<file path="src/design/core_pkg.sv">
`default_nettype none

package core_pkg;

  // ====================================================================
  // Widths
  // ====================================================================

  // Address and instruction width
  localparam int XLEN = 32;

  // Instructions per fetch pair, the pair datapath is fixed at two
  localparam int FETCH_WIDTH = 2;

  // ====================================================================
  // Memory port
  // ====================================================================

  // One request on the single memory port
  // For a read, addr is the pair base and both addr and addr+4 come back
  typedef struct packed {
    logic            valid;
    logic            write;
    logic [XLEN-1:0] addr;
    logic [XLEN-1:0] wdata;
  } imem_req_t;

  // Registered read response, one cycle after a granted read
  typedef struct packed {
    logic                             valid;
    logic [FETCH_WIDTH-1:0][XLEN-1:0] pc;
    logic [FETCH_WIDTH-1:0][XLEN-1:0] rdata;
  } imem_rsp_t;

  // ====================================================================
  // Decode side and loader side
  // ====================================================================

  // Aligned instruction pair handed to decode
  typedef struct packed {
    logic [FETCH_WIDTH-1:0]           valid;
    logic [FETCH_WIDTH-1:0][XLEN-1:0] pc;
    logic [FETCH_WIDTH-1:0][XLEN-1:0] instr;
  } fetch_bundle_t;

  // External load strobe, single cycle, never refused
  typedef struct packed {
    logic            valid;
    logic [XLEN-1:0] addr;
    logic [XLEN-1:0] data;
  } load_t;

endpackage

`default_nettype wire
</file>
<file path="src/design/imem_arbiter.sv">
`timescale 1ns/1ps
`default_nettype none

module imem_arbiter (
  input  logic                clk,
  input  logic                reset,
  input  core_pkg::imem_req_t load_req,
  input  core_pkg::imem_req_t fetch_req,
  output core_pkg::imem_req_t mem_req,
  output logic                fetch_gnt
);

  // Longest run of refused fetch cycles the loader may cause
  localparam int MAX_REFUSE = 64;

  logic [6:0] refuse_cnt;

  // ====================================================================
  // Fixed priority, loader first
  // ====================================================================

  // Loader has no back-pressure and always wins
  always_comb begin
    if (load_req.valid) begin
      mem_req = load_req;
    end else if (fetch_req.valid) begin
      mem_req = fetch_req;
    end else begin
      // Idle port
      mem_req = '0;
    end
  end

  // Grant only when the fetch read is the one on the port
  assign fetch_gnt = fetch_req.valid && !load_req.valid;

  // ====================================================================
  // Starvation tracking
  // ====================================================================

  // Consecutive cycles fetch asked and lost
  always_ff @(posedge clk or posedge reset) begin
    if (reset) begin
      refuse_cnt <= '0;
    end else if (fetch_req.valid && !fetch_gnt) begin
      if (refuse_cnt != '1) begin
        refuse_cnt <= refuse_cnt + 7'd1;
      end
    end else begin
      refuse_cnt <= '0;
    end
  end

  a_no_fetch_starvation: assert property (
    @(posedge clk) disable iff (reset) refuse_cnt <= 7'(MAX_REFUSE)
  ) else $error("imem_arbiter: fetch refused for %0d cycles", refuse_cnt);

endmodule

`default_nettype wire

</file>
<file path="config.mk">
export PLATFORM = sky130hd
export DESIGN_NAME = imem_arbiter
export DESIGN_NICKNAME = d
export VERILOG_FILES = /design/src/design/core_pkg.sv /design/src/design/imem_arbiter.sv
export SDC_FILE = /design/constraint.sdc
export NUM_CORES = 1
export LEC_CHECK = 0
export BUFFER_PORTS_ARGS = -buffer_cell sky130_fd_sc_hd__buf_2
export CORE_AREA = 5 5 75 77
export DETAILED_ROUTE_END_ITERATION = 7
export DIE_AREA = 0 0 80 82
export GPL_TIMING_DRIVEN = 0
export PLACE_DENSITY = 0.69
export SLEW_MARGIN = 20
export SYNTH_ARGS = -nofsm -noshare
export SYNTH_HDL_FRONTEND = slang
export SYNTH_SLANG_ARGS = --single-unit
</file>
<file path="constraint.sdc">
create_clock -name vclk -period 0.8
set_input_delay 0.12 -clock vclk [all_inputs]
set_output_delay 0.12 -clock vclk [all_outputs]
set_load 0.01 [all_outputs]
</file>
==> impl_metrics.yaml <==
yosys:
  yosys_warnings: 0
  yosysTopAreaCellShare: 0.673
  syn_avg_cell_area_um2: 9.53
  synth_seq_area_share: 0
  syn_area_um2: 820
  synth_cell_types: 9
  syn-num-nets: 220
  syn_inst: 86
  synth_top_cell_by_area: "a22o_1"
  ys_top_cells_by_area: "a22o_1 (67%), buf_12 (17%), dlymetal6s2s_1 (6.1%)"
sta:
  maxSlewHeadroom: 0.752
  grt_setup_unrepaired: "true"
  maxSlewViolCount: 0
  period_share: 1.34
  min_period_ns: 1.07
  setup_viol: 67
  worst_hold_slack_ns: 0.522
  fin_ws_ns: -0.269
  timing.fmax_ghz: 0.935
  worstMarginPinSlew_ns: 0.371
  hold_violations: 0
die:
  dieHeight_um: 82
  row_count: 26
  initial_core_util: 0.166
  coreArea_um2: 4940
  die_x_um: 80
  dieArea_um2: 6560
  top_level_ports: 201
critical_path:
  cp_top_family: "buffers and inverters"
  worst-path-stages: 6
  cp_slowest_stage_delay_ns: 0.18
  worstSetupPathType: "in2out"
  required_ns: 0.68
  crit_chain: "buf_6 > nor2b_4 > buf_12 > buf_12 > a22o_1 > buf_2"
  worst_setup_path_start_kind: "input pin"
  worstSetupStartpoint: "fetch_req[65]"
  path_buf_inv: 4
  slowest_stage: "a22o_1"
  crit_path_end_kind: "primary output"
  path_common_cell: "buf_12"
  arrival_ns: 0.95
  path_max_fanout: 10
min_path:
  hold_path_class: "in2out"
  whs_path_depth: 3
  hold_start: "fetch_req[65]"
drt:
  avgViaCountPerCell: 4.39
  antenna_left: 0
  drt-pass1-iter-count: 2
  drc: 0
  drt-initial-drc-count: 22
  wl_per_cell_um: 13.3
  vias: 1555
  drt_wl_total_um: 4700
grt:
  grt_max_degree: 11
  grt_pass1_wl_um: 6330
  gr-total-overflow: 0
  antenna_found_initial: 0
  grtUsageTotal: 0.112
  grt_pass1_vias: 1467
place:
  io_buffers: 198
  gp_congestion: 0.751
  placed_area_um2: 1910
  dp_hpwl_um: 4110
power:
  p_comb_frac: 1.000
  p_int_w: 0.000686
  power_w: 0.00118
  peakVddDrop_mv: 0.194
  power_density_nw_per_um2: 608
  p_switching_w: 0.000496
  p_seq_frac: 0
  switching_share: 0.419
  p_leak_nw: 1.21
  clkPwrFrac: 0
layout:
  clockBufferCount: 0
  layout_common_cells: "buf_2 (197), a22o_1 (63), buf_12 (8)"
  design.seq.count: 0
  nets: 420
  seq_area_um2: 0
  num_antenna_cells: 0
  layout-drive-gt1-share: 0.754
  layout_commonest_cell: "buf_2"
  post-route-cell-area_um2: 1950
  synthToLayoutAreaGrowth_pct: 137
run_status:
  violations: "setup timing"
  outcome: "complete, but fails checks"
clocking:
  hold_buffers: 0
job:
  drv_cap: 0
==> kinds of logic after synthesis <==
family / synth area share
and+or+nand+nor: 0.0427
buffers and inverters: 0.272
AOI/OAI and AO/OA: 0.685
==> Yosys cell counts, drive strengths merged <==
library cell,number
a22o,63
buf,11
dlymetal6s2s,4
nand2,4
nor2b,1
o21ai,2
or2,1
==> power groups by stage <==
| stage | registers (W) | logic [W] | clock network [W] |
|---|---|---|---|
| 2_1_floorplan | 0 | 0.000576 | 0 |
| 3_3_place_gp | 0 | 0.00116 | 0 |
| 3_5_place_dp | 0 | 0.00117 | 0 |
| 4_1_cts | 0 | 0.00119 | 0 |
| 5_1_grt | 0 | 0.00128 | 0 |
| 6_report | 0 | 0.00118 | 0 |
==> layer usage <==
metal	routed length, um	GRT usage	vias up	share of wire
met1	1660	0.128	685	0.35
li1	-	-	769	-
met5	0	0	-	0
met2	2440	0.223	101	0.52
met4	0	0.00338	0	0
met3	594	0.0252	0	0.13
==> timing repair <==
| action | 4_1_cts | 5_1_grt |
|---|---|---|
| hold endpoints to repair | 0 | 0 |
| setup buffers | 1 | 1 |
| pin swaps | 2 | 0 |
| endpoints found under the setup margin | 67 | 67 |
| resized for setup | 8 | 1 |
==> through the flow <==
stage                     setup slack (ns)  utilization  cells  setup TNS [ns]
final                               -0.269        0.393    354          -15.33
after global placement              -0.302        0.386    354          -17.81
after detailed placement            -0.294        0.386    354          -17.60
after CTS                           -0.267        0.392    354          -15.58
after floorplan                    -0.0993            -     86           -5.40
after global routing                -0.291        0.393    354          -17.12
==> path summary, 6_finish.rpt <==
check | slack, ns | end
worst max-delay path | -0.27 | mem_req[38]
worst min-delay path | 0.52 | mem_req[65]
==> area by class of cell <==
| type | count | area (um2) |
|---|---|---|
| fillers | 538 | 3000 |
| multi-input cells | 71 | 609 |
| plain buffers | 14 | 225 |
| repair buffers | 199 | 1020 |
| well taps | 70 | 87.6 |
No activity file was read; power rests on OpenSTA's default activity.
