### src/design/core_pkg.sv
`default_nettype none

package core_pkg;

  // ====================================================================
  // Widths
  // ====================================================================

  // Address and instruction width
  localparam int XLEN = 32;

  // Instructions per fetch pair, the pair datapath is fixed at two
  localparam int FETCH_WIDTH = 2;

  // ====================================================================
  // Memory port
  // ====================================================================

  // One request on the single memory port
  // For a read, addr is the pair base and both addr and addr+4 come back
  typedef struct packed {
    logic            valid;
    logic            write;
    logic [XLEN-1:0] addr;
    logic [XLEN-1:0] wdata;
  } imem_req_t;

  // Registered read response, one cycle after a granted read
  typedef struct packed {
    logic                             valid;
    logic [FETCH_WIDTH-1:0][XLEN-1:0] pc;
    logic [FETCH_WIDTH-1:0][XLEN-1:0] rdata;
  } imem_rsp_t;

  // ====================================================================
  // Decode side and loader side
  // ====================================================================

  // Aligned instruction pair handed to decode
  typedef struct packed {
    logic [FETCH_WIDTH-1:0]           valid;
    logic [FETCH_WIDTH-1:0][XLEN-1:0] pc;
    logic [FETCH_WIDTH-1:0][XLEN-1:0] instr;
  } fetch_bundle_t;

  // External load strobe, single cycle, never refused
  typedef struct packed {
    logic            valid;
    logic [XLEN-1:0] addr;
    logic [XLEN-1:0] data;
  } load_t;

endpackage

`default_nettype wire
### src/design/fetch.sv
`timescale 1ns/1ps
`default_nettype none

module fetch (
  input  logic                      clk,
  input  logic                      reset,
  input  logic                      fetch_en,
  input  logic                      stall,
  input  logic                      redirect_en,
  input  logic [core_pkg::XLEN-1:0] redirect_pc,
  input  logic                      flush,
  input  logic [core_pkg::XLEN-1:0] flush_pc,
  input  logic                      fetch_gnt,
  input  core_pkg::imem_rsp_t       rsp,
  output core_pkg::imem_req_t       fetch_req,
  output core_pkg::fetch_bundle_t   decode
);

  // Byte distance between two consecutive pairs
  localparam logic [core_pkg::XLEN-1:0] PAIR_STEP = 8;

  logic [core_pkg::XLEN-1:0] pc_q;
  logic [core_pkg::XLEN-1:0] pc_next;
  logic                      rewind;

  // Decode stage registers
  logic [core_pkg::FETCH_WIDTH-1:0]                     dec_valid;
  logic [core_pkg::FETCH_WIDTH-1:0][core_pkg::XLEN-1:0] dec_pc;
  logic [core_pkg::FETCH_WIDTH-1:0][core_pkg::XLEN-1:0] dec_instr;

  // ====================================================================
  // PC register and next-PC priority
  // ====================================================================

  // A response landing during stall is dropped, so fetch must go back to it
  assign rewind = stall && rsp.valid;

  always_comb begin
    if (flush) begin
      // Commit flush beats everything
      pc_next = flush_pc;
    end else if (redirect_en) begin
      // Branch resolution
      pc_next = redirect_pc;
    end else if (rewind) begin
      // Refetch the pair that decode could not take
      pc_next = rsp.pc[0];
    end else if (fetch_req.valid && fetch_gnt) begin
      pc_next = pc_q + PAIR_STEP;
    end else begin
      // Not granted, loader holds the port
      pc_next = pc_q;
    end
  end

  always_ff @(posedge clk or posedge reset) begin
    if (reset) begin
      pc_q <= '0;
    end else begin
      pc_q <= pc_next;
    end
  end

  // ====================================================================
  // Memory request
  // ====================================================================

  always_comb begin
    fetch_req.valid = fetch_en && !stall && !redirect_en && !flush;
    fetch_req.write = 1'b0;
    fetch_req.addr  = pc_q;
    // Reads carry no data
    fetch_req.wdata = '0;
  end

  // ====================================================================
  // Registered decode output
  // ====================================================================

  always_ff @(posedge clk or posedge reset) begin
    if (reset) begin
      dec_valid <= '0;
    end else if (flush || redirect_en) begin
      // Wrong-path pair, including the one in flight
      dec_valid <= '0;
    end else if (!stall) begin
      // One valid cycle per accepted response
      dec_valid <= {core_pkg::FETCH_WIDTH{rsp.valid}};
    end
  end

  // Payload only, qualified by dec_valid
  always_ff @(posedge clk) begin
    if (!stall && rsp.valid) begin
      dec_pc    <= rsp.pc;
      dec_instr <= rsp.rdata;
    end
  end

  always_comb begin
    decode.valid = dec_valid;
    decode.pc    = dec_pc;
    decode.instr = dec_instr;
  end

  // ====================================================================
  // Assertions
  // ====================================================================

  // Flush, redirect and rewind targets all keep pair alignment
  a_pc_pair_aligned: assert property (
    @(posedge clk) disable iff (reset) pc_q[2:0] == 3'b000
  ) else $error("fetch: PC not pair aligned, pc=%h", pc_q);

  // Memory pairs the two words, decode must see consecutive PCs
  a_decode_pc_pair: assert property (
    @(posedge clk) disable iff (reset)
    dec_valid[0] |-> dec_pc[1] == dec_pc[0] + 4
  ) else $error("fetch: decode pc pair broken, pc0=%h pc1=%h", dec_pc[0], dec_pc[1]);

endmodule

`default_nettype wire

### config.mk
export PLATFORM = sky130hd
export DESIGN_NAME = fetch
export DESIGN_NICKNAME = d
export VERILOG_FILES = /design/src/design/core_pkg.sv /design/src/design/fetch.sv
export SDC_FILE = /design/constraint.sdc
export NUM_CORES = 1
export LEC_CHECK = 0
export ABC_AREA = 1
export BUFFER_PORTS_ARGS = -buffer_cell sky130_fd_sc_hd__clkbuf_2
export CORE_AREA = 2 2 153 155
export DETAILED_ROUTE_END_ITERATION = 12
export DIE_AREA = 0 0 155 157
export HOLD_SLACK_MARGIN = 0.03
export PLACE_DENSITY = 0.7
export RECOVER_POWER = 50
export SETUP_SLACK_MARGIN = 0.2
export SLEW_MARGIN = 5
export SYNTH_ARGS = -nofsm -noshare
export SYNTH_HDL_FRONTEND = slang
export SYNTH_SLANG_ARGS = --single-unit
export TNS_END_PERCENT = 10
### constraint.sdc
create_clock -name clk -period 3.8 [get_ports clk]
set_input_delay 0.57 -clock clk [delete_from_list [all_inputs] [get_ports clk]]
set_output_delay 0.57 -clock clk [all_outputs]
set_load 0.01 [all_outputs]
==> flow_metrics.env <==
export IMPL_maxCapViolCount=0
export IMPL_io_buffers=362
export IMPL_hold_viol=0
export IMPL_timing_final_crit_share_pct=75.5
export IMPL_core_um2=22500
export IMPL_grt_antenna_before_repair=5
export IMPL_fmax_mhz=348
export IMPL_io_pins=396
export IMPL_yosysTopAreaCell="edfxtp_1"
export IMPL_synth_top_cells_by_area="edfxtp_1 54%, dfrtp_1 12%, nand2_1 8.6%, nor2_1 5.9%, buf_4 3.7%"
export IMPL_start_kind="primary input"
export IMPL_synth_seq_cells=161
export IMPL_synth_edff_count=128
export IMPL_cts_buffer_depth=2
export IMPL_syn_area_per_cell_um2=10.5
export IMPL_drive_above_1_share_pct=29.1
export IMPL_post_cts_buffers=0
export IMPL_drv_slew=0
export IMPL_cp_end_kind="output port"
export IMPL_cts_resized_gates=0
export IMPL_die_y_um=157
export IMPL_die_width_um=155
export IMPL_syn_inst=681
export IMPL_grt_pass1_vias=6001
export IMPL_clkSlewWorstSetupHoldPaths_ns=0.07
export IMPL_dp_cells=1313
export IMPL_wl_um=25100
export IMPL_ir_drop_mv=0.262
export IMPL_p_per_area_nw_per_um2=472
export IMPL_synth_warnings=0
export IMPL_grt_use_total_pct=20.0
export IMPL_status="completed"
export IMPL_via_count=6180
export IMPL_tritoncts="done"
export IMPL_clock_sinks=161
export IMPL_grt_pass1_wl_um=35800
export IMPL_cts_root_buf="clkbuf_16"
export IMPL_vias_per_cell=4.57
export IMPL_dp_hpwl_um=20100
export IMPL_ys_types=30
export IMPL_synth_simple_area_share_pct=19.6
export IMPL_gp_congestion=0.894
export IMPL_seq_area_um2=4670
export IMPL_syn2layout_area_growth_pct=34.4
export IMPL_cts_htree_levels=4
export IMPL_grt_setup_unrepaired="no"
export IMPL_antenna_left=0
export IMPL_dp_slack_ns=1.14
export IMPL_num_rows=55
export IMPL_drtIter0Drc=372
export IMPL_synth_xor_area_share_pct=0.859
export IMPL_final_setup_worst_slack_ns=0.930
export IMPL_syn_area_um2=7130
export IMPL_dieArea_um2=24300
export IMPL_synthAdderAreaFrac_pct=0.175
export IMPL_initial_core_util_pct=31.7
export IMPL_place_area_um2=9150
export IMPL_p_leak_nw=4.21
export IMPL_synthMuxAreaShare_pct=0
export IMPL_yosysMostFrequentCell="nand2_1"
export IMPL_ctsHoldBuffers=0
export IMPL_numCtsBuffers=17
export IMPL_insertion_delay_ns=0.43
export IMPL_tightest_slew_ns=0.995
export IMPL_period_needed_ns=2.87
export IMPL_stdcell_count=1351
export IMPL_whs_ns=0.312
export IMPL_synth_top_family_by_area="simple AND/OR/NAND/NOR gates"
export IMPL_timing_setup_tns_ns=0
export IMPL_drc_errors=0
export IMPL_firstDrtPassIters=5
export IMPL_cp_max_fo=26
export IMPL_skew_ns=0.0200
export IMPL_fillers=2242
export IMPL_ys_seq_area_share_pct=65.5
export IMPL_hp_class="primary input to register"
export IMPL_synth_top_cell_area_share_pct=53.9
export IMPL_grt_max_degree=51
export IMPL_finalSetupViolCount=0
export IMPL_arrival_ns=2.30
export IMPL_synth_common_cells="163 x nand2_1, 128 x edfxtp_1, 113 x nor2_1"
export IMPL_fin_nets=1248
export IMPL_post_drt_wl_per_cell_um=18.6
export IMPL_critical_path_class="primary input to output port"
export IMPL_synthArstFlopShare_pct=20.5
export IMPL_stdcell_area_um2=9590
export IMPL_required_ns=3.23
export IMPL_multi_input_area_um2=2070
export IMPL_ys_flop_type="edfxtp_1"
export IMPL_slew_headroom_pct=33.6
export IMPL_grt_ovfl_total=0
export IMPL_synth_compound_area_share_pct=6.77
## cells by family (layout without fill, tap and decap cells)
group                      count (synthesis)  after routing
AOI/OAI and AO/OA                         84             84
DFF                                      161            161
buffers and inverters                     95            442
and+or+nand+nor                          332            332
adders and majority gates                  1              1
other                                      1             39
xor gates and xnor gates                   7              7
## area by class of cell
type,instances,area share [%]
Clock inverter,15,1.66
Sequential cell,161,48.7
Timing Repair Buffer,371,18.1
Multi-Input combinational cell,457,21.6
Antenna cell,6,0.157
Tap cell,285,3.72
Inverter,39,1.57
Clock buffer,17,4.44
## worst paths after layout
path	start	end	slack (ns)	depth (start not counted)
min	rsp[7]	decode[7]	0.31	1
max reg2reg	pc_q[3]	pc_q[27]	1.99	12
max	flush	fetch_req[65]	0.93	5
max in group asynchronous	reset	pc_q[30]	2.64	3
min in group asynchronous	reset	dec_valid[0]	0.34	2
min reg2reg	pc_q[2]	pc_q[2]	0.52	2
## per-layer routing
layer / GRT usage, % / part of all wire, % / vias to the layer above
met2: 34.9 / 51 / 311
met5: 0 / 0.052 / -
met1: 22.2 / 38 / 2866
met3: 6.88 / 8.8 / 40
li1: - / - / 2961
met4: 8.82 / 2.5 / 2
## cell usage in the layout, fill, tap and decap left out, types with 4 or more instances in the layout
cell / n
clkbuf_2: 247
nand2_1: 162
edfxtp_1: 128
clkbuf_1: 117
nor2_1: 114
inv_1: 36
nand3_1: 34
conb_1: 33
dfrtp_1: 33
o21ai_0: 28
a21oi_1: 28
clkbuf_16: 17
nand2_2: 8
o21ai_1: 7
o22ai_1: 7
diode_2: 6
nor2_4: 6
buf_4: 6
xnor2_1: 5
o211ai_1: 5
inv_8: 5
a22o_1: 4
## state kept, by name, summed over array words and instances (netlist names)
name,cells
dec_valid,1
decode,128
pc_q,32
## stage by stage
step	utilization, %	total power [mW]
2_1_floorplan	-	2.53
3_3_place_gp	40.7	2.85
3_5_place_dp	40.7	2.87
4_1_cts	43.3	4.58
5_1_grt	42.6	4.72
6_report	42.6	4.52
## where the power goes
group          switching (mW)  total [mW]  internal [mW]  leakage [nW]
logic                   0.408       0.647          0.239          2.34
registers               0.103        2.16           2.05          1.59
clock network           0.838        1.72          0.881         0.280
total                    1.35        4.52           3.17          4.21
## critical path: stages
cell      delay, ns
clkbuf_2       0.36
nor2_1         0.74
inv_1          0.32
nor2_1         0.16
clkbuf_2       0.15
Note: power is estimated with default switching activity, not from simulation.
