### src/design/core_pkg.sv
`default_nettype none

package core_pkg;

  // ====================================================================
  // Widths
  // ====================================================================

  // Address and instruction width
  localparam int XLEN = 32;

  // Instructions per fetch pair, the pair datapath is fixed at two
  localparam int FETCH_WIDTH = 2;

  // ====================================================================
  // Memory port
  // ====================================================================

  // One request on the single memory port
  // For a read, addr is the pair base and both addr and addr+4 come back
  typedef struct packed {
    logic            valid;
    logic            write;
    logic [XLEN-1:0] addr;
    logic [XLEN-1:0] wdata;
  } imem_req_t;

  // Registered read response, one cycle after a granted read
  typedef struct packed {
    logic                             valid;
    logic [FETCH_WIDTH-1:0][XLEN-1:0] pc;
    logic [FETCH_WIDTH-1:0][XLEN-1:0] rdata;
  } imem_rsp_t;

  // ====================================================================
  // Decode side and loader side
  // ====================================================================

  // Aligned instruction pair handed to decode
  typedef struct packed {
    logic [FETCH_WIDTH-1:0]           valid;
    logic [FETCH_WIDTH-1:0][XLEN-1:0] pc;
    logic [FETCH_WIDTH-1:0][XLEN-1:0] instr;
  } fetch_bundle_t;

  // External load strobe, single cycle, never refused
  typedef struct packed {
    logic            valid;
    logic [XLEN-1:0] addr;
    logic [XLEN-1:0] data;
  } load_t;

endpackage

`default_nettype wire
### src/design/imem_loader.sv
`timescale 1ns/1ps
`default_nettype none

module imem_loader #(
  parameter int IMEM_DEPTH = 256
) (
  input  logic                clk,
  input  logic                reset,
  input  core_pkg::load_t     load,
  output core_pkg::imem_req_t load_req,
  output logic [15:0]         loaded_count
);

  // Byte address bits that fall inside the memory
  localparam int BYTE_AW = $clog2(IMEM_DEPTH) + 2;

  logic        req_valid_q;
  logic [BYTE_AW-1:0] req_addr_q;
  logic [core_pkg::XLEN-1:0] req_data_q;
  logic [15:0] count_q;

  // ====================================================================
  // Strobe to write request
  // ====================================================================

  always_ff @(posedge clk or posedge reset) begin
    if (reset) begin
      req_valid_q <= 1'b0;
    end else begin
      req_valid_q <= load.valid;
    end
  end

  // Address wraps to the memory size
  always_ff @(posedge clk) begin
    if (load.valid) begin
      req_addr_q <= load.addr[BYTE_AW-1:0];
      req_data_q <= load.data;
    end
  end

  always_comb begin
    load_req.valid = req_valid_q;
    load_req.write = 1'b1;
    load_req.addr  = {{(core_pkg::XLEN-BYTE_AW){1'b0}}, req_addr_q};
    load_req.wdata = req_data_q;
  end

  // ====================================================================
  // Loaded word count
  // ====================================================================

  // Counts at the edge the word is written, sticks at all ones
  always_ff @(posedge clk or posedge reset) begin
    if (reset) begin
      count_q <= '0;
    end else if (req_valid_q && count_q != 16'hffff) begin
      count_q <= count_q + 16'd1;
    end
  end

  assign loaded_count = count_q;

  // Memory is word addressed, low bits would be silently lost
  a_load_word_aligned: assert property (
    @(posedge clk) disable iff (reset) load.valid |-> load.addr[1:0] == 2'b00
  ) else $error("imem_loader: unaligned load address %h", load.addr);

endmodule

`default_nettype wire

### config.mk
export PLATFORM = sky130hd
export DESIGN_NAME = imem_loader
export DESIGN_NICKNAME = d
export VERILOG_FILES = /design/src/design/core_pkg.sv /design/src/design/imem_loader.sv
export SDC_FILE = /design/constraint.sdc
export NUM_CORES = 1
export LEC_CHECK = 0
export ABC_AREA = 1
export BUFFER_PORTS_ARGS = -buffer_cell sky130_fd_sc_hd__buf_2
export CORE_UTILIZATION = 44
export CTS_CLUSTER_DIAMETER = 30
export CTS_CLUSTER_SIZE = 12
export DETAILED_ROUTE_END_ITERATION = 8
export PLACE_DENSITY_LB_ADDON = 0.12
export SLEW_MARGIN = 15
export SYNTH_ARGS = -nofsm -noshare
export SYNTH_HDL_FRONTEND = slang
export SYNTH_SLANG_ARGS = --single-unit
### constraint.sdc
create_clock -name clk -period 1.95 [get_ports clk]
set_clock_uncertainty 0.15 [all_clocks]
set_input_delay 0.39 -clock clk [delete_from_list [all_inputs] [get_ports clk]]
set_output_delay 0.39 -clock clk [all_outputs]
set_load 0.05 [all_outputs]
==> results of run 1 <==
==> what timing repair did <==
item	in CTS	in global routing
endpoints found under the hold margin	17	0
hold buffers	1	0
gates resized for setup	0	0
==> worst reg2reg max path, cell delays in order, from the launching register on <==
cell     delay [ns]
dfrtp_1        0.44
ha_1           0.28
inv_1          0.06
nor2_1         0.10
nand2_1        0.10
nor2_4         0.19
nor2_4         0.09
nand2_1        0.08
o21ai_2        0.05
==> power groups by stage <==
stage | combinational, uW | clock (uW) | sequential (uW)
6_report | 831 | 1070 | 1540
5_1_grt | 882 | 1160 | 1560
4_1_cts | 838 | 1110 | 1540
3_5_place_dp | 835 | 0 | 1570
3_3_place_gp | 827 | 0 | 1570
2_1_floorplan | 267 | 0 | 1970
==> registers in the layout (all words and copies together), names as in the netlist <==
| signal | flops |
|---|---|
| req_data_q | 32 |
| loaded_count | 16 |
| req_addr_q | 10 |
| req_valid_q | 1 |
==> cell usage in the layout, fill, tap and decap left out, drive strengths merged <==
master,synthesis,final
a21oi,1,1
buf,24,105
bufinv,0,1
clkbuf,0,10
clkinv,0,3
clkinvlp,0,1
conb,2,23
dfrtp,17,17
dlygate4sd3,0,1
edfxtp,42,42
ha,1,1
inv,21,22
nand2,75,75
nand3,8,8
nand3b,4,4
nand4,4,4
nor2,26,26
o21ai,5,5
xor2,2,2
==> cell type report <==
cell class                      instances  area [um2]
Fill cell                             503        2260
Multi-Input combinational cell        149         713
Clock inverter                          6        65.1
Timing Repair Buffer                  106         553
Tap cell                               72        90.1
Clock buffer                           10         128
Sequential cell                        59        1690
Inverter                               21        78.8
==> metrics by stage <==
| stage | std cells | hold slack [ns] | setup slack, ns |
|---|---|---|---|
| after floorplan | 253 | 0.166 | 0.116 |
| after global placement | 406 | 0.269 | 0.295 |
| after detailed placement | 406 | 0.271 | 0.298 |
| after CTS | 423 | 0.0625 | 0.281 |
| after global routing | 423 | 0.0589 | 0.144 |
| final | 423 | 0.0816 | 0.287 |
==> synth_stat cells <==
| cell type | instances |
|---|---|
| dfrtp_1 | 17 |
| conb_1 | 2 |
| xor2_1 | 2 |
| edfxtp_1 | 42 |
| a21oi_1 | 1 |
| buf_4 | 24 |
| nor2_1 | 17 |
| nand2_1 | 66 |
| o21ai_2 | 2 |
| nand2_2 | 7 |
| inv_1 | 17 |
| nor2_2 | 3 |
| nand3b_1 | 4 |
| o21ai_1 | 2 |
| ha_1 | 1 |
| nand2_4 | 2 |
| o21ai_0 | 1 |
| nor2_4 | 6 |
| inv_2 | 4 |
| nand4_1 | 4 |
| nand3_1 | 8 |
==> path summary, 6_finish.rpt <==
path,start,endpoint,cells after the start
hold reg to reg,loaded_count[14],loaded_count[14],2
hold / removal,load[33],req_addr_q[1],1
setup reg to reg,loaded_count[0],loaded_count[7],8
setup / recovery,loaded_count[0],loaded_count[7],8
min in group asynchronous,reset,loaded_count[6],4
max in group asynchronous,reset,loaded_count[12],4
==> per-layer routing <==
layer  wire [um]  part of all wire  global-route usage
met5           0                 0                   0
met4          47            0.0093               0.111
met3         287             0.057              0.0395
met2        2530              0.50               0.297
met1        2170              0.43               0.206
==> cell families after synthesis <==
| kind of cell | count (synthesis) |
|---|---|
| flops | 59 |
| simple gates | 117 |
| fa+ha+maj | 1 |
| compound gates | 6 |
| other cells | 2 |
| xor+xnor | 2 |
| buf+inv | 45 |
==> impl_metrics.py, run 1 <==
metrics = {
    "status": {
        "status": "finished clean",
    },
    "worst_setup_path": {
        "r2r_slack_ns": 0.29,
        "timing.critical_path.slowest_cell_delay_ns": 0.44,
        "worst-path-max-fanout": 9,
        "setup_crit_start_kind": "register",
        "crit_path_cell_trace": "ha_1, inv_1, nor2_1, nand2_1, nor2_4, nor2_4, nand2_1, o21ai_2",
        "critPathSlowestCell": "dfrtp_1",
        "crit_path_kind": "reg -> reg",
        "worst-path-buf-inv": 1,
        "element_type_at_the_critical_path_end": "register",
        "critical-path-top-delay-family": "simple AND/OR/NAND/NOR gates",
        "data_arrival_critical_path_ns": 1.73,
        "worst_ep_required_time_ns": 2.01,
    },
    "logic_synthesis": {
        "synth.area.mux_share": 0,
        "synth_xor_area_frac": 0.00679,
        "synthDistinctLibCells": 21,
        "yosys_warnings": 0,
        "synth_largest_type_area_fraction": 0.489,
        "mapped_avg_cell_area_um2": 11.1,
        "fraction_of_the_mapped_netlist_area_in_compound_gates": 0.0145,
        "combinational_family_with_the_most_area_after_synthesis": "simple AND/OR/NAND/NOR gates",
        "synth_largest_area_cell": "edfxtp_1",
        "synth.cell_area_um2": 2580,
        "synth_seq_area_share": 0.654,
        "netlist_instances": 232,
        "ranking_of_synthesized_cells_by_area": "edfxtp_1, dfrtp_1, nand2_1",
        "synth_seq_cells": 59,
        "synth-adder-area-share": 0.00485,
        "simple_gate_area_share_of_the_yosys_netlist": 0.217,
    },
    "timing": {
        "final-max-slew-violation-count": 0,
        "timing.final.crit_share": 0.853,
        "report.final.hold_viol_count": 0,
        "final.min_clock_period_ns": 1.66,
        "fin_setup_tns_ns": 0,
        "highest_clock_rate_mhz": 601,
        "final-setup-viol-count": 0,
        "unrepaired_setup_endpoints_after_global_routing": "false",
    },
    "power_and_ir_drop": {
        "total_switching_power_uw": 1220,
        "worst_ir_drop_vdd_mv": 0.721,
        "comb_power_share": 0.241,
        "power.share.clock": 0.311,
        "power_density_nw_per_um2": 1040,
        "power.share.sequential": 0.448,
        "p_leak_uw": 0.00158,
        "p_total_uw": 3440,
        "power.switching_fraction": 0.354,
        "p_int_uw": 2220,
    },
    "drt": {
        "route.detailed.wl_per_inst_um": 11.9,
        "wl_mm": 5.03,
        "firstDrtPassIters": 4,
        "ant_nets": 0,
        "detailroute.via_count": 1850,
        "dr.first_iter.drc_count": 89,
        "drt-vias-per-instance": 4.37,
        "drt_drc_violations_left": 0,
    },
    "clocking": {
        "cts.repair_timing.setup_buffer_count": 0,
        "worstSkewPairLatency_ns": 0.33,
        "cts_sinks": 59,
        "tritoncts": "built",
        "cts-htree-levels": 3,
        "cts_buffers": 9,
        "clk_transition_reported_paths_ns": 0.07,
        "ctsRootBufferMaster": "clkbuf_8",
        "cts.path.max_buffers": 2,
    },
    "finish": {
        "drive_above_1_share": 0.410,
        "antenna_cells_inserted": 0,
        "finish.net_count": 414,
        "post_route_cell_area_um2": 3310,
        "fin_util": 0.595,
        "area.growth.synth_to_final_pct": 28.5,
    },
    "global_routing": {
        "first_global_vias": 1742,
        "globalRouteOverflowTotal": 0,
        "track_usage": 0.178,
        "pin_count_of_the_biggest_net_entering_global_routing": 44,
        "first_pass_grt_wire_length_mm": 8.07,
        "antenna_found_initial": 0,
    },
    "die": {
        "core_um2": 5570,
        "floorplan.die.width_um": 78.6,
        "floorplan.initialDensity": 0.463,
        "dieArea_um2": 6170,
        "std_cell_rows": 27,
        "io_pins": 149,
        "die-height_um": 78.6,
    },
    "placed_design": {
        "gpl.final_weighted_congestion": 0.836,
        "postPlaceCellArea_um2": 3110,
        "place.port_buffers": 103,
        "sum_of_net_half_perimeters_after_detailed_placement_mm": 3.70,
    },
    "flow_run": {
        "maxCapViolations": 0,
    },
    "hold_path": {
        "holdCritPathClass": "in -> reg",
    },
}
Power figures use the tool's default switching activity.
==> run 2: changes to the inputs <==
CELL_PAD_IN_SITES_DETAIL_PLACEMENT = 0   (was default)
CELL_PAD_IN_SITES_GLOBAL_PLACEMENT = 1   (was default)
CORE_UTILIZATION = 32   (was 44)
==> impl_metrics.py, run 2 (synthesis results as in run 1) <==
metrics = {
    "worst_setup_path": {
        "critPathSlowestCell": "dfrtp_1",
        "setup_crit_start_kind": "register",
        "crit_path_kind": "reg -> reg",
        "worst_ep_required_time_ns": 2.02,
        "critical-path-top-delay-family": "simple AND/OR/NAND/NOR gates",
        "data_arrival_critical_path_ns": 1.76,
        "worst-path-buf-inv": 1,
        "timing.critical_path.slowest_cell_delay_ns": 0.45,
        "crit_path_cell_trace": "ha_1, inv_1, nor2_1, nand2_1, nor2_4, nor2_4, nand2_1, o21ai_2",
        "element_type_at_the_critical_path_end": "register",
        "worst-path-max-fanout": 9,
    },
    "drt": {
        "firstDrtPassIters": 4,
        "drt_drc_violations_left": 0,
        "wl_mm": 5.63,
        "dr.first_iter.drc_count": 105,
        "detailroute.via_count": 1850,
        "drt-vias-per-instance": 4.08,
        "route.detailed.wl_per_inst_um": 12.4,
        "ant_nets": 0,
    },
    "placed_design": {
        "gpl.final_weighted_congestion": 0.728,
        "postPlaceCellArea_um2": 3150,
        "place.port_buffers": 103,
        "sum_of_net_half_perimeters_after_detailed_placement_mm": 4.22,
    },
    "global_routing": {
        "first_pass_grt_wire_length_mm": 8.77,
        "globalRouteOverflowTotal": 0,
        "antenna_found_initial": 0,
        "track_usage": 0.141,
        "first_global_vias": 1737,
        "pin_count_of_the_biggest_net_entering_global_routing": 44,
    },
    "timing": {
        "unrepaired_setup_endpoints_after_global_routing": "false",
        "report.final.hold_viol_count": 0,
        "timing.final.crit_share": 0.863,
        "final-max-slew-violation-count": 0,
        "fin_setup_tns_ns": 0,
        "final.min_clock_period_ns": 1.68,
        "highest_clock_rate_mhz": 594,
        "final-setup-viol-count": 0,
    },
    "clocking": {
        "cts_buffers": 9,
        "clk_transition_reported_paths_ns": 0.08,
        "cts.path.max_buffers": 2,
        "tritoncts": "built",
        "worstSkewPairLatency_ns": 0.33,
        "cts_sinks": 59,
        "cts.repair_timing.setup_buffer_count": 0,
        "ctsRootBufferMaster": "clkbuf_8",
        "cts-htree-levels": 3,
    },
    "finish": {
        "drive_above_1_share": 0.410,
        "mostFrequentLayoutCells": "buf_2, nand2_1, edfxtp_1",
        "finish.net_count": 414,
        "area.growth.synth_to_final_pct": 29.3,
        "antenna_cells_inserted": 0,
        "max_ffs_per_register": 32,
        "regMostFlops": "req_data_q",
        "post_route_cell_area_um2": 3340,
        "mostFrequentLayoutCell": "buf_2",
    },
    "die": {
        "floorplan.initialDensity": 0.332,
        "dieArea_um2": 8430,
        "floorplan.die.width_um": 91.8,
        "die-height_um": 91.8,
        "io_pins": 149,
        "std_cell_rows": 32,
        "core_um2": 7770,
    },
    "power_and_ir_drop": {
        "p_leak_uw": 0.00156,
        "worst_ir_drop_vdd_mv": 0.672,
        "p_total_uw": 3370,
        "power_density_nw_per_um2": 1010,
    },
    "status": {
        "status": "finished clean",
    },
    "flow_run": {
        "maxCapViolations": 0,
    },
    "hold_path": {
        "holdCritPathClass": "in -> reg",
    },
}
[run 2: layout make-up]
| cell class | instances | area [um2] |
|---|---|---|
| multi-input cells | 149 | 713 |
| repair buffers | 106 | 553 |
| flip-flops and latches | 59 | 1690 |
| fillers | 793 | 4430 |
| well taps | 102 | 128 |
| clock buffers | 9 | 124 |
| clock inverters | 7 | 52.6 |
| inverters | 21 | 78.8 |
[run 2: report_power, final]
group / switching, uW / leakage (uW) / internal [uW] / total, uW
clock network: 526 / 0.0000799 / 466 / 992
registers: 78.7 / 0.000639 / 1470 / 1550
logic: 672 / 0.000845 / 164 / 836
total: 1280 / 0.00156 / 2100 / 3370
[run 2: worst paths after layout]
check                      slack, ns        startpoint                to  cells after the start
setup / recovery                0.27   loaded_count[0]   loaded_count[7]                      8
hold / removal                  0.07          load[35]     req_addr_q[3]                      1
setup reg to reg                0.27   loaded_count[0]   loaded_count[7]                      8
hold reg to reg                 0.38  loaded_count[14]  loaded_count[14]                      2
max in group asynchronous       0.97             reset  loaded_count[13]                      4
min in group asynchronous       0.47             reset   loaded_count[0]                      4
[run 2: metrics by stage]
step | hold slack [ns] | util | setup slack [ns] | instances
after detailed placement | 0.280 | 0.405 | 0.271 | 436
after global placement | 0.285 | 0.405 | 0.267 | 436
after CTS | 0.0577 | 0.429 | 0.254 | 453
after global routing | 0.0534 | 0.429 | 0.0706 | 453
final | 0.0724 | 0.429 | 0.267 | 453
after floorplan | 0.166 | - | 0.116 | 253
[run 2: per-layer routing]
| layer | part of all wire | GRT usage |
|---|---|---|
| met4 | 0.016 | 0.0716 |
| met3 | 0.050 | 0.0332 |
| met5 | 0 | 0 |
| met2 | 0.49 | 0.237 |
| met1 | 0.44 | 0.170 |
[run 2: timing repair]
action                                 in CTS  in global routing
setup endpoints to repair                   0                  0
hold buffers                                1                  0
endpoints found under the hold margin      17                  0
gates resized for setup                     0                  0
